--- config.mk ---
export PLATFORM = sky130hd
export DESIGN_NAME = fpu_wrap
export DESIGN_NICKNAME = d
export VERILOG_FILES = /design/src/fpu_cfg_pkg.sv /design/src/fpu_op_pkg.sv /design/src/fpu_wrap.sv /design/src/fpu_occupancy_counter.sv /design/src/fpu_noncomp_pipe.sv /design/src/fpu_hold_buffer.sv /design/src/fpu_issue_fsm.sv /design/src/fpu_op_decode.sv
export SDC_FILE = /design/constraint.sdc
export NUM_CORES = 1
export LEC_CHECK = 0
export ABC_CLOCK_PERIOD_IN_PS = 22500
export BUFFER_PORTS_ARGS = -buffer_cell sky130_fd_sc_hd__buf_4
export CORE_MARGIN = 10
export CORE_UTILIZATION = 35
export CTS_BUF_LIST = sky130_fd_sc_hd__clkbuf_8 sky130_fd_sc_hd__clkbuf_16
export CTS_CLUSTER_DIAMETER = 50
export DETAILED_ROUTE_END_ITERATION = 8
export GPL_ROUTABILITY_DRIVEN = 0
export GPL_TIMING_DRIVEN = 0
export PLACE_DENSITY = 0.51
export SETUP_SLACK_MARGIN = 0.1
export SYNTH_ARGS = -nofsm -noshare
export SYNTH_HDL_FRONTEND = slang
export SYNTH_HIERARCHICAL = 1
export SYNTH_SLANG_ARGS = --single-unit
--- constraint.sdc ---
create_clock -name clk_i -period 22.5 [get_ports clk_i]
set_input_delay 1.125 -clock clk_i [delete_from_list [all_inputs] [get_ports clk_i]]
set_output_delay 1.125 -clock clk_i [all_outputs]
set_load 0.01 [all_outputs]
--- src/fpu_cfg_pkg.sv ---
// Data widths and vector types shared by the FP32 datapath, imported by every RTL block
`default_nettype none

package fpu_cfg_pkg;

    // ----------------------------------------
    // Widths
    // ----------------------------------------
    localparam int unsigned FLEN          = 32;  // Single precision only
    localparam int unsigned TRANS_ID_BITS = 3;   // Scoreboard tag

    // ----------------------------------------
    // Vector types
    // ----------------------------------------
    typedef logic [FLEN-1:0]          operand_t;  // Raw FP32 bit pattern
    typedef logic [TRANS_ID_BITS-1:0] tag_t;      // Transaction ID
    typedef logic [4:0]               status_t;   // {NV, DZ, OF, UF, NX}
    typedef logic [9:0]               class_t;    // FCLASS one-hot

endpackage

`default_nettype wire
--- src/fpu_op_pkg.sv ---
// Operator, unit-op and sub-op encodings used by the decoder and the execution pipeline
`default_nettype none

package fpu_op_pkg;

    // ----------------------------------------
    // Issue side operators
    // ----------------------------------------
    typedef enum logic [2:0] {
        FSGNJ    = 3'd0,  // Sign injection, variant in rm
        FMIN_MAX = 3'd1,  // Min or max, selected by rm
        FCMP     = 3'd2,  // FLE / FLT / FEQ in rm
        FCLASS   = 3'd3,
        FMV_F2X  = 3'd4,  // FP register to integer register
        FMV_X2F  = 3'd5   // Integer register to FP register
    } fu_op_e;

    // ----------------------------------------
    // Unit operations
    // ----------------------------------------
    typedef enum logic [1:0] {
        SGNJ     = 2'd0,
        MINMAX   = 2'd1,
        CMP      = 2'd2,
        CLASSIFY = 2'd3
    } unit_op_e;

    // Sub-op travels in the rounding mode slot
    typedef logic [2:0] sub_op_t;

    localparam sub_op_t SUB_SGNJ  = 3'd0;  // Sign of b
    localparam sub_op_t SUB_SGNJN = 3'd1;  // Inverted sign of b
    localparam sub_op_t SUB_SGNJX = 3'd2;  // Sign a xor sign b
    localparam sub_op_t SUB_PASS  = 3'd3;  // Operand a unchanged, used by moves
    localparam sub_op_t SUB_MAX   = 3'd1;  // Min is the default
    localparam sub_op_t SUB_LE    = 3'd0;
    localparam sub_op_t SUB_LT    = 3'd1;
    localparam sub_op_t SUB_EQ    = 3'd2;

    // Result of min/max when both inputs are NaN
    localparam fpu_cfg_pkg::operand_t CANON_NAN = 32'h7fc0_0000;

endpackage

`default_nettype wire

--- src/fpu_wrap.sv ---
// Top of the FP32 non-computational unit, connecting decode, issue FSM, hold buffer and pipeline
`timescale 1ns/1ps
`default_nettype none

module fpu_wrap #(
    parameter int unsigned NUM_STAGES = 2  // Legal range 1 to 4
) (
    input  logic                  clk_i,
    input  logic                  rst_i,
    input  logic                  flush_i,
    input  logic                  fpu_valid_i,
    output logic                  fpu_ready_o,
    input  fpu_op_pkg::fu_op_e    fu_op_i,
    input  fpu_op_pkg::sub_op_t   rm_i,
    input  fpu_cfg_pkg::operand_t operand_a_i,
    input  fpu_cfg_pkg::operand_t operand_b_i,
    input  fpu_cfg_pkg::tag_t     trans_id_i,
    output logic                  fpu_valid_o,
    input  logic                  out_ready_i,
    output fpu_cfg_pkg::operand_t result_o,
    output fpu_cfg_pkg::status_t  fflags_o,
    output fpu_cfg_pkg::tag_t     fpu_trans_id_o,
    output logic                  busy_o
);
    import fpu_cfg_pkg::*;
    import fpu_op_pkg::*;

    // Decoded live command
    unit_op_e dec_unit_op;
    logic     dec_op_mod;
    sub_op_t  dec_sub_op;

    // Command as seen by the pipeline
    unit_op_e unit_op;
    logic     op_mod;
    sub_op_t  sub_op;
    operand_t op_a, op_b;
    tag_t     tag;

    // Handshake glue
    logic unit_valid, unit_ready, hold, use_hold;
    logic in_fire, out_fire;

    assign in_fire  = unit_valid && unit_ready;
    assign out_fire = fpu_valid_o && out_ready_i;

    fpu_op_decode u_decode (
        .fu_op_i   (fu_op_i),
        .rm_i      (rm_i),
        .unit_op_o (dec_unit_op),
        .op_mod_o  (dec_op_mod),
        .sub_op_o  (dec_sub_op)
    );

    fpu_issue_fsm u_issue_fsm (
        .clk_i        (clk_i),
        .rst_i        (rst_i),
        .flush_i      (flush_i),
        .fpu_valid_i  (fpu_valid_i),
        .unit_ready_i (unit_ready),
        .fpu_ready_o  (fpu_ready_o),
        .unit_valid_o (unit_valid),
        .hold_o       (hold),
        .use_hold_o   (use_hold)
    );

    fpu_hold_buffer u_hold_buffer (
        .clk_i       (clk_i),
        .rst_i       (rst_i),
        .hold_i      (hold),
        .use_hold_i  (use_hold),
        .unit_op_i   (dec_unit_op),
        .op_mod_i    (dec_op_mod),
        .sub_op_i    (dec_sub_op),
        .operand_a_i (operand_a_i),
        .operand_b_i (operand_b_i),
        .tag_i       (trans_id_i),
        .unit_op_o   (unit_op),
        .op_mod_o    (op_mod),
        .sub_op_o    (sub_op),
        .operand_a_o (op_a),
        .operand_b_o (op_b),
        .tag_o       (tag)
    );

    fpu_noncomp_pipe #(
        .NUM_STAGES (NUM_STAGES)
    ) u_pipe (
        .clk_i       (clk_i),
        .rst_i       (rst_i),
        .flush_i     (flush_i),
        .in_valid_i  (unit_valid),
        .in_ready_o  (unit_ready),
        .unit_op_i   (unit_op),
        .op_mod_i    (op_mod),
        .sub_op_i    (sub_op),
        .operand_a_i (op_a),
        .operand_b_i (op_b),
        .tag_i       (tag),
        .out_valid_o (fpu_valid_o),
        .out_ready_i (out_ready_i),
        .result_o    (result_o),
        .status_o    (fflags_o),
        .tag_o       (fpu_trans_id_o)
    );

    fpu_occupancy_counter #(
        .NUM_STAGES (NUM_STAGES)
    ) u_occupancy (
        .clk_i      (clk_i),
        .rst_i      (rst_i),
        .flush_i    (flush_i),
        .in_fire_i  (in_fire),
        .out_fire_i (out_fire),
        .busy_o     (busy_o)
    );

endmodule

`default_nettype wire

--- src/fpu_occupancy_counter.sv ---
// Tracks operations in flight between issue and result handshakes, and drives busy
`timescale 1ns/1ps
`default_nettype none

module fpu_occupancy_counter #(
    parameter int unsigned NUM_STAGES = 2
) (
    input  logic clk_i,
    input  logic rst_i,
    input  logic flush_i,
    input  logic in_fire_i,   // Command entered stage 1
    input  logic out_fire_i,  // Result taken by the sink
    output logic busy_o
);

    localparam int unsigned CNT_W = $clog2(NUM_STAGES + 1);

    logic [CNT_W-1:0] count_q;

    always_ff @(posedge clk_i) begin
        if (rst_i || flush_i) begin
            count_q <= '0;
        end else if (in_fire_i && !out_fire_i) begin
            count_q <= count_q + 1'b1;
        end else if (out_fire_i && !in_fire_i) begin
            count_q <= count_q - 1'b1;
        end
    end

    assign busy_o = count_q != '0;

    // ----------------------------------------
    // Depth guards
    // ----------------------------------------
    // A full pipeline accepts only while it also drains
    a_no_overflow: assert property (@(posedge clk_i) disable iff (rst_i)
        in_fire_i |-> count_q < NUM_STAGES || out_fire_i);

    // No result without a matching command
    a_no_underflow: assert property (@(posedge clk_i) disable iff (rst_i)
        out_fire_i |-> count_q != '0);

endmodule

`default_nettype wire

--- src/fpu_noncomp_pipe.sv ---
// FP32 sign injection, min/max, compare, classify and moves, followed by stallable stage registers
`timescale 1ns/1ps
`default_nettype none

module fpu_noncomp_pipe #(
    parameter int unsigned NUM_STAGES = 2
) (
    input  logic                  clk_i,
    input  logic                  rst_i,
    input  logic                  flush_i,
    input  logic                  in_valid_i,
    output logic                  in_ready_o,
    input  fpu_op_pkg::unit_op_e  unit_op_i,
    input  logic                  op_mod_i,     // Inverts compare result
    input  fpu_op_pkg::sub_op_t   sub_op_i,
    input  fpu_cfg_pkg::operand_t operand_a_i,
    input  fpu_cfg_pkg::operand_t operand_b_i,
    input  fpu_cfg_pkg::tag_t     tag_i,
    output logic                  out_valid_o,
    input  logic                  out_ready_i,
    output fpu_cfg_pkg::operand_t result_o,
    output fpu_cfg_pkg::status_t  status_o,
    output fpu_cfg_pkg::tag_t     tag_o
);
    import fpu_cfg_pkg::*;
    import fpu_op_pkg::*;

    // One-hot class of a single operand
    function automatic class_t classify(operand_t x);
        logic   exp_ones;
        logic   exp_zero;
        logic   mant_zero;
        class_t mask;
        exp_ones  = &x[30:23];
        exp_zero  = ~|x[30:23];
        mant_zero = ~|x[22:0];
        mask      = '0;
        if (exp_ones && !mant_zero)     mask[x[22] ? 9 : 8] = 1'b1;  // Quiet / signaling NaN
        else if (exp_ones)              mask[x[31] ? 0 : 7] = 1'b1;  // Infinity
        else if (exp_zero && mant_zero) mask[x[31] ? 3 : 4] = 1'b1;  // Zero
        else if (exp_zero)              mask[x[31] ? 2 : 5] = 1'b1;  // Subnormal
        else                            mask[x[31] ? 1 : 6] = 1'b1;  // Normal
        return mask;
    endfunction

    // ----------------------------------------
    // Operand properties
    // ----------------------------------------
    class_t   class_a, class_b;
    logic     a_nan, b_nan, any_nan, any_snan;
    logic     both_zero, a_lt_b, ieee_eq, ieee_lt, cmp_bit, nv;
    operand_t res_d;

    assign class_a   = classify(operand_a_i);
    assign class_b   = classify(operand_b_i);
    assign a_nan     = |class_a[9:8];
    assign b_nan     = |class_b[9:8];
    assign any_nan   = a_nan || b_nan;
    assign any_snan  = class_a[8] || class_b[8];
    assign both_zero = (|class_a[4:3]) && (|class_b[4:3]);

    // Total order on sign-magnitude, -0 below +0
    assign a_lt_b = (operand_a_i[31] != operand_b_i[31]) ? operand_a_i[31] :
                    operand_a_i[31] ? (operand_a_i[30:0] > operand_b_i[30:0]) :
                                      (operand_a_i[30:0] < operand_b_i[30:0]);

    // IEEE relations, zeros compare equal and NaN is unordered
    assign ieee_eq = !any_nan && (operand_a_i == operand_b_i || both_zero);
    assign ieee_lt = !any_nan && a_lt_b && !both_zero;

    // ----------------------------------------
    // Result select
    // ----------------------------------------
    always_comb begin
        res_d   = '0;
        nv      = 1'b0;
        cmp_bit = 1'b0;
        case (unit_op_i)
            SGNJ: begin
                case (sub_op_i)
                    SUB_SGNJ:  res_d = {operand_b_i[31], operand_a_i[30:0]};
                    SUB_SGNJN: res_d = {~operand_b_i[31], operand_a_i[30:0]};
                    SUB_SGNJX: res_d = {operand_a_i[31] ^ operand_b_i[31], operand_a_i[30:0]};
                    default:   res_d = operand_a_i;                // Passthrough for moves
                endcase
            end
            MINMAX: begin
                nv = any_snan;
                if (a_nan && b_nan)      res_d = CANON_NAN;
                else if (a_nan)          res_d = operand_b_i;      // NaN loses
                else if (b_nan)          res_d = operand_a_i;
                else if (sub_op_i == SUB_MAX) res_d = a_lt_b ? operand_b_i : operand_a_i;
                else                     res_d = a_lt_b ? operand_a_i : operand_b_i;
            end
            CMP: begin
                case (sub_op_i)
                    SUB_LE: begin
                        cmp_bit = ieee_lt || ieee_eq;
                        nv      = any_nan;                         // Signaling compare
                    end
                    SUB_LT: begin
                        cmp_bit = ieee_lt;
                        nv      = any_nan;
                    end
                    SUB_EQ: begin
                        cmp_bit = ieee_eq;
                        nv      = any_snan;                        // Quiet compare
                    end
                    default: ;
                endcase
                res_d = operand_t'(cmp_bit ^ op_mod_i);
            end
            default: res_d = operand_t'(class_a);                  // CLASSIFY
        endcase
    end

    // ----------------------------------------
    // Stage registers
    // ----------------------------------------
    logic     valid_q [NUM_STAGES];
    operand_t res_q   [NUM_STAGES];
    status_t  stat_q  [NUM_STAGES];
    tag_t     tag_q   [NUM_STAGES];
    logic     advance;

    assign advance    = out_ready_i || !valid_q[NUM_STAGES-1];  // Bubble or drain
    assign in_ready_o = advance;

    always_ff @(posedge clk_i) begin
        if (rst_i || flush_i) begin
            for (int i = 0; i < NUM_STAGES; i++) valid_q[i] <= 1'b0;
        end else if (advance) begin
            valid_q[0] <= in_valid_i;
            for (int i = 1; i < NUM_STAGES; i++) valid_q[i] <= valid_q[i-1];
        end
    end

    always_ff @(posedge clk_i) begin
        if (advance) begin
            res_q[0]  <= res_d;
            stat_q[0] <= {nv, 4'b0000};  // Only NV can be raised here
            tag_q[0]  <= tag_i;
            for (int i = 1; i < NUM_STAGES; i++) begin
                res_q[i]  <= res_q[i-1];
                stat_q[i] <= stat_q[i-1];
                tag_q[i]  <= tag_q[i-1];
            end
        end
    end

    assign out_valid_o = valid_q[NUM_STAGES-1];
    assign result_o    = res_q[NUM_STAGES-1];
    assign status_o    = stat_q[NUM_STAGES-1];
    assign tag_o       = tag_q[NUM_STAGES-1];

    // Sink sees a frozen result while it stalls
    a_out_stable: assert property (@(posedge clk_i) disable iff (rst_i || flush_i)
        out_valid_o && !out_ready_i |=>
            out_valid_o && $stable(result_o) && $stable(status_o) && $stable(tag_o));

endmodule

`default_nettype wire

--- src/fpu_hold_buffer.sv ---
// Keeps one refused command with its operands and tag, and selects held or live copy for issue
`timescale 1ns/1ps
`default_nettype none

module fpu_hold_buffer (
    input  logic                 clk_i,
    input  logic                 rst_i,
    input  logic                 hold_i,      // Capture the live command
    input  logic                 use_hold_i,  // Present the captured one
    input  fpu_op_pkg::unit_op_e unit_op_i,
    input  logic                 op_mod_i,
    input  fpu_op_pkg::sub_op_t  sub_op_i,
    input  fpu_cfg_pkg::operand_t operand_a_i,
    input  fpu_cfg_pkg::operand_t operand_b_i,
    input  fpu_cfg_pkg::tag_t    tag_i,
    output fpu_op_pkg::unit_op_e unit_op_o,
    output logic                 op_mod_o,
    output fpu_op_pkg::sub_op_t  sub_op_o,
    output fpu_cfg_pkg::operand_t operand_a_o,
    output fpu_cfg_pkg::operand_t operand_b_o,
    output fpu_cfg_pkg::tag_t    tag_o
);
    import fpu_cfg_pkg::*;
    import fpu_op_pkg::*;

    unit_op_e unit_op_q;
    logic     op_mod_q;
    sub_op_t  sub_op_q;
    operand_t operand_a_q, operand_b_q;
    tag_t     tag_q;

    // Command fields
    always_ff @(posedge clk_i) begin
        if (rst_i) begin
            unit_op_q <= SGNJ;
            op_mod_q  <= 1'b0;
            sub_op_q  <= SUB_SGNJ;
        end else if (hold_i) begin
            unit_op_q <= unit_op_i;
            op_mod_q  <= op_mod_i;
            sub_op_q  <= sub_op_i;
        end
    end

    // Payload
    always_ff @(posedge clk_i) begin
        if (hold_i) begin
            operand_a_q <= operand_a_i;
            operand_b_q <= operand_b_i;
            tag_q       <= tag_i;
        end
    end

    // Bypass select
    assign unit_op_o   = use_hold_i ? unit_op_q   : unit_op_i;
    assign op_mod_o    = use_hold_i ? op_mod_q    : op_mod_i;
    assign sub_op_o    = use_hold_i ? sub_op_q    : sub_op_i;
    assign operand_a_o = use_hold_i ? operand_a_q : operand_a_i;
    assign operand_b_o = use_hold_i ? operand_b_q : operand_b_i;
    assign tag_o       = use_hold_i ? tag_q       : tag_i;

endmodule

`default_nettype wire

--- src/fpu_issue_fsm.sv ---
// READY/STALL machine that turns the upstream valid/ready into a take-over of refused commands
`timescale 1ns/1ps
`default_nettype none

module fpu_issue_fsm (
    input  logic clk_i,
    input  logic rst_i,
    input  logic flush_i,
    input  logic fpu_valid_i,   // Issuer has a command
    input  logic unit_ready_i,  // Pipeline advances this cycle
    output logic fpu_ready_o,
    output logic unit_valid_o,
    output logic hold_o,        // Load the hold buffer
    output logic use_hold_o     // Feed the pipeline from the hold buffer
);

    typedef enum logic {READY, STALL} state_e;

    state_e state_q, state_d;

    // ----------------------------------------
    // Next state and outputs
    // ----------------------------------------
    always_comb begin
        fpu_ready_o  = 1'b0;
        unit_valid_o = 1'b0;
        hold_o       = 1'b0;
        use_hold_o   = 1'b0;
        state_d      = state_q;

        case (state_q)
            READY: begin
                fpu_ready_o  = 1'b1;         // Looks ready to the issuer
                unit_valid_o = fpu_valid_i;  // Live command straight through
                if (fpu_valid_i && !unit_ready_i) begin
                    fpu_ready_o = 1'b0;      // Refused, keep it ourselves
                    hold_o      = 1'b1;
                    state_d     = STALL;
                end
            end
            STALL: begin
                unit_valid_o = 1'b1;         // Held command is pending
                use_hold_o   = 1'b1;
                if (unit_ready_i) begin
                    fpu_ready_o = 1'b1;      // Token back to the issuer
                    state_d     = READY;
                end
            end
            default: state_d = READY;
        endcase

        // Flush wins over everything
        if (flush_i) begin
            state_d = READY;
        end
    end

    always_ff @(posedge clk_i) begin
        if (rst_i) begin
            state_q <= READY;
        end else begin
            state_q <= state_d;
        end
    end

    // A load is always followed by a STALL cycle that does not reload the buffer
    a_hold_once: assert property (@(posedge clk_i) disable iff (rst_i)
        hold_o && !flush_i |=> state_q == STALL && !hold_o);

endmodule

`default_nettype wire

--- src/fpu_op_decode.sv ---
// Turns the issue operator and its rm field into a unit operation, op modifier and sub-op
`timescale 1ns/1ps
`default_nettype none

module fpu_op_decode (
    input  fpu_op_pkg::fu_op_e   fu_op_i,
    input  fpu_op_pkg::sub_op_t  rm_i,
    output fpu_op_pkg::unit_op_e unit_op_o,
    output logic                 op_mod_o,
    output fpu_op_pkg::sub_op_t  sub_op_o
);
    import fpu_op_pkg::*;

    always_comb begin
        // Plain sign injection unless the operator says otherwise
        unit_op_o = SGNJ;
        op_mod_o  = 1'b0;
        sub_op_o  = SUB_SGNJ;

        case (fu_op_i)
            FSGNJ: begin
                unit_op_o = SGNJ;
                sub_op_o  = {1'b0, rm_i[1:0]};  // Top rm bit is ignored
            end
            FMIN_MAX: begin
                unit_op_o = MINMAX;
                sub_op_o  = {1'b0, rm_i[1:0]};  // 0 min, 1 max
            end
            FCMP: begin
                unit_op_o = CMP;
                sub_op_o  = {1'b0, rm_i[1:0]};  // LE, LT, EQ
            end
            FCLASS: begin
                unit_op_o = CLASSIFY;
                sub_op_o  = {1'b0, rm_i[1:0]};  // Don't care for classify
            end
            // Moves need no recoding, so they run as passthrough
            FMV_F2X: begin
                unit_op_o = SGNJ;
                sub_op_o  = SUB_PASS;
                op_mod_o  = 1'b1;                // No NaN boxing toward integer side
            end
            FMV_X2F: begin
                unit_op_o = SGNJ;
                sub_op_o  = SUB_PASS;
            end
            default: ;                           // Keep defaults
        endcase
    end

endmodule

`default_nettype wire

==> impl_results.md <==
- Critical Path Source Type: flop
- Worst-path cell chain: buf_6, buf_12, mux2_4, ha_1, nand4_2, or4_1, nor3_2, a211oi_1, a211o_2, xnor2_4, a211oi_1, clkbuf_1, a22o_1
- Cell count of the worst reg-to-reg path: 13
- Critical path data arrival time: 4.77 ns
- Effective utilization at floorplan: 0.357
- Period utilization: 0.200
- CP peak stage delay: 0.61 ns
- Worst hold path type: flop to flop
- Number of gates given a new drive strength after cts: 0
- Via count: 5006
- Cell class contributing the biggest share of worst-path delay: compound AO/OA/AOI/OAI gates
- EDFF count, synth: 141
- Worst hold-check slack: 0.418 ns
- Post-synth top area share: 0.525
- Total count of hold-check failures in the final report: 0
- Most frequent cells in the layout: 157 x sky130_fd_sc_hd__buf_4, 141 x sky130_fd_sc_hd__edfxtp_1, 70 x sky130_fd_sc_hd__mux2_4
- Maximum fanout along the worst path: 10
- Final setup violation count: 0
- Maximum resistive drop on vdd: 0.0000522 V
- Clock latency on the worst-skew pair: 0.42 ns
- Most frequent standard cell in the layout excluding fill and tap cells: sky130_fd_sc_hd__buf_4
- Reported leakage power: 4.14 nW
- Avg Inst Size Synth: 14.0 µm²
- Cell repeated most along the worst path: sky130_fd_sc_hd__a211oi_1
- Hold_sp: u_pipe/res_q[0][14]$_DFFE_PP_
- R2R Path Start: u_issue_fsm/state_q$_SDFF_PP0_
- Switching part of the total: 0.224
- Cell area after synthesis: 8070 µm²
- Clock tree root driver cell: sky130_fd_sc_hd__clkbuf_16
- Leading post-synthesis cells by cell area: sky130_fd_sc_hd__edfxtp_1 52%, sky130_fd_sc_hd__mux2_4 13%, sky130_fd_sc_hd__ha_1 5.9%
- Reported net switching power: 0.000162 W
- Post-detailed-placement half-perimeter wirelength: 14600 µm
- Cell count after synthesis: 575
- Summed negative setup slack over all endpoints: 0 ns
- Number of setup buffers added after CTS: 0
- Number of buffer cells added on primary ports: 115
- Fraction of final layout cells with drive strength greater than 1: 0.399
- Top flip-flop cell by instance count after synthesis: sky130_fd_sc_hd__edfxtp_1
- Crit-path slowest cell: sky130_fd_sc_hd__or4_1
- Library cells used by synthesis: 57
- Total global routing overflow: 0
- Number of max-cap violations: 0
- Achievable frequency: 0.223 GHz
- I/O Pins: 121
- Crit path from: u_issue_fsm/state_q$_SDFF_PP0_
- Type of the setup path with the least slack: flop to flop
- 1st-pass router iterations: 4
- Number of warnings printed during yosys synthesis: 6
- Core outline area: 22600 µm²
- Final clock skew: 0.00947 ns
- CTS tree: built
- Growth of design area from synthesis to finish: 24.4%
- Number of storage elements in the synthesis netlist: 150
- Total clock buffers created by CTS: 17
- Endpoint type of the worst setup path: flop
- Capture point of the critical path: u_pipe/res_q[0][14]$_DFFE_PP_
- Worst slew margin: 0.185
- Yosys top cell by area: sky130_fd_sc_hd__edfxtp_1
- Min cycle time layout: 4.49 ns
- Clk sink count: 150
- Number of buffers on the longest clock path: 2
- WL per Instance: 18.5 µm
- Power share of the sequential group: 0.451
- Vias per cell: 4.92
- Share of synthesized area occupied by flip-flops and latches: 0.547
- RSZ-0062 raised after global routing: false
- Count of unresolved DRC violations after routing: 0
- Chip height: 172 µm
- Part of the total power dissipated in the clock network: 0.417
- CTS clock-pin slew for the worst setup and hold paths: 0.06 ns
- Final count of pins violating max slew: 0
- Count of standard-cell rows: 55
- Result of the run: completed
- P per Cell Area: 72.1 nW/µm²
- Vias in the first global route: 5287
- Tightest Pin Transition: 1.21 ns
- N_diodes: 0
- Standard cell area after detailed placement: 9410 µm²
- Number of nets with antenna violations after detailed routing: 0
- Number of nets at the end of the flow: 835
- Fill cell instance count of the final layout: 2064
- Violation count after the first detailed-route iteration: 270
- Largest net degree at the start of global routing: 53
- Cell count along the critical path: 13
- Number of antenna violations at the first check in global routing: 0
- Worst reg2reg endpoint: u_pipe/res_q[0][14]$_DFFE_PP_
- Combinational Power Share: 0.132
- Flop-to-flop setup slack: 18.01 ns
- H-tree Lvls: 4
- Full die area: 29500 µm²
- Global-route usage over all layers: 0.130
- Routed wire length: 18800 µm
- Die width: 172 µm
- Util after Layout: 0.444
- Required arrival time at the worst endpoint: 22.78 ns
- Total non-filler cell area in the finished layout: 10000 µm²
- Internal power component: 0.000562 W
- Number of buffers and inverters on the critical path: 3
- Wire length of the first global-routing pass: 29300 µm
- Fraction of registers with async set or reset after synthesis: 0
- Post-CTS Hold Fix Bufs: 0
[through the flow]
stage	cells	total power [W]	worst slack [ns]
4_1_cts	1017	0.000735	18.01
3_3_place_gp	978	0.000427	9.31
6_report	1017	0.000724	18.01
2_1_floorplan	578	0.000389	13.36
3_5_place_dp	985	0.000429	17.78
5_1_grt	1017	0.000757	17.84
[power groups by stage]
stage | clock network (W) | registers, W | logic [W]
6_report | 0.000302 | 0.000327 | 0.0000955
5_1_grt | 0.000324 | 0.000328 | 0.000104
4_1_cts | 0.000312 | 0.000327 | 0.0000966
3_5_place_dp | 0 | 0.000333 | 0.0000962
3_3_place_gp | 0 | 0.000333 | 0.0000943
2_1_floorplan | 0 | 0.000331 | 0.0000577
[synthesized netlist by cell type (4+ instances only)]
cell type and n:
sky130_fd_sc_hd__nor3_1 6, sky130_fd_sc_hd__nor4_1 17, sky130_fd_sc_hd__a211oi_1 5, sky130_fd_sc_hd__nand4_1 12, sky130_fd_sc_hd__a221o_1 9, sky130_fd_sc_hd__nand2b_1 5
sky130_fd_sc_hd__a21oi_1 18, sky130_fd_sc_hd__buf_6 4, sky130_fd_sc_hd__nor2_1 28, sky130_fd_sc_hd__clkbuf_1 5, sky130_fd_sc_hd__edfxtp_1 141, sky130_fd_sc_hd__mux2_4 70
sky130_fd_sc_hd__and3_1 4, sky130_fd_sc_hd__ha_1 38, sky130_fd_sc_hd__mux2i_1 6, sky130_fd_sc_hd__dfxtp_1 9, sky130_fd_sc_hd__buf_4 41, sky130_fd_sc_hd__o21ai_0 12
sky130_fd_sc_hd__inv_1 41, sky130_fd_sc_hd__buf_12 7, sky130_fd_sc_hd__xor2_1 4, sky130_fd_sc_hd__nand3_1 4, sky130_fd_sc_hd__a22o_1 21, sky130_fd_sc_hd__nand2_1 19
[worst min path at each step]
stage,slack (ns),endpoint,depth (start not counted)
floorplan,0.40,u_pipe/res_q[0][32]$_DFFE_PP_,0
finish,0.42,u_pipe/res_q[0][46]$_DFFE_PP_,0
CTS,0.42,u_pipe/res_q[0][50]$_DFFE_PP_,0
global placement,0.40,u_pipe/tag_q[0][4]$_DFFE_PP_,0
global route,0.42,u_pipe/res_q[0][61]$_DFFE_PP_,0
detailed placement,0.40,u_pipe/res_q[0][46]$_DFFE_PP_,0
[sequential cells by signal, indices dropped and copies added (netlist names)]
register                   cells
u_hold_buffer/op_mod_q         1
u_pipe/valid_q                 2
u_pipe/stat_q                  2
u_issue_fsm/state_q            1
u_occupancy/count_q            2
u_hold_buffer/tag_q            3
u_hold_buffer/sub_op_q         3
u_hold_buffer/operand_b_q     32
u_hold_buffer/operand_a_q     32
u_pipe/res_q                  64
u_pipe/tag_q                   6
u_hold_buffer/unit_op_q        2
[cells by family after synthesis]
group,count (synthesis),synth area share
flip-flops,150,0.547
AND/OR/NAND/NOR,115,0.0763
buffers and inverters,99,0.0831
AO/OA/AOI/OAI,87,0.0843
multiplexers,79,0.142
adder cells (fa/ha/maj),38,0.0589
XOR/XNOR,5,0.00775
other,2,0.000930
[area by class of cell]
cell class / instances / area, µm² / share of cell area
Sequential cell: 150 / 4410 / 0.440
Clock inverter: 15 / 203 / 0.0202
Tap cell: 285 / 357 / 0.0355
Timing Repair Buffer: 122 / 962 / 0.0958
Clock buffer: 17 / 425 / 0.0424
Multi-Input combinational cell: 329 / 3010 / 0.300
Inverter: 41 / 154 / 0.0153
Buffer: 58 / 517 / 0.0515
[per-layer routing]
layer	up-vias	part of all wire	track usage
li1	2425	-	-
met1	2425	0.46	0.171
met2	144	0.46	0.200
met3	12	0.067	0.0399
met4	0	0.010	0.0405
met5	-	0	0
Note: power is estimated with default switching activity, not from simulation.
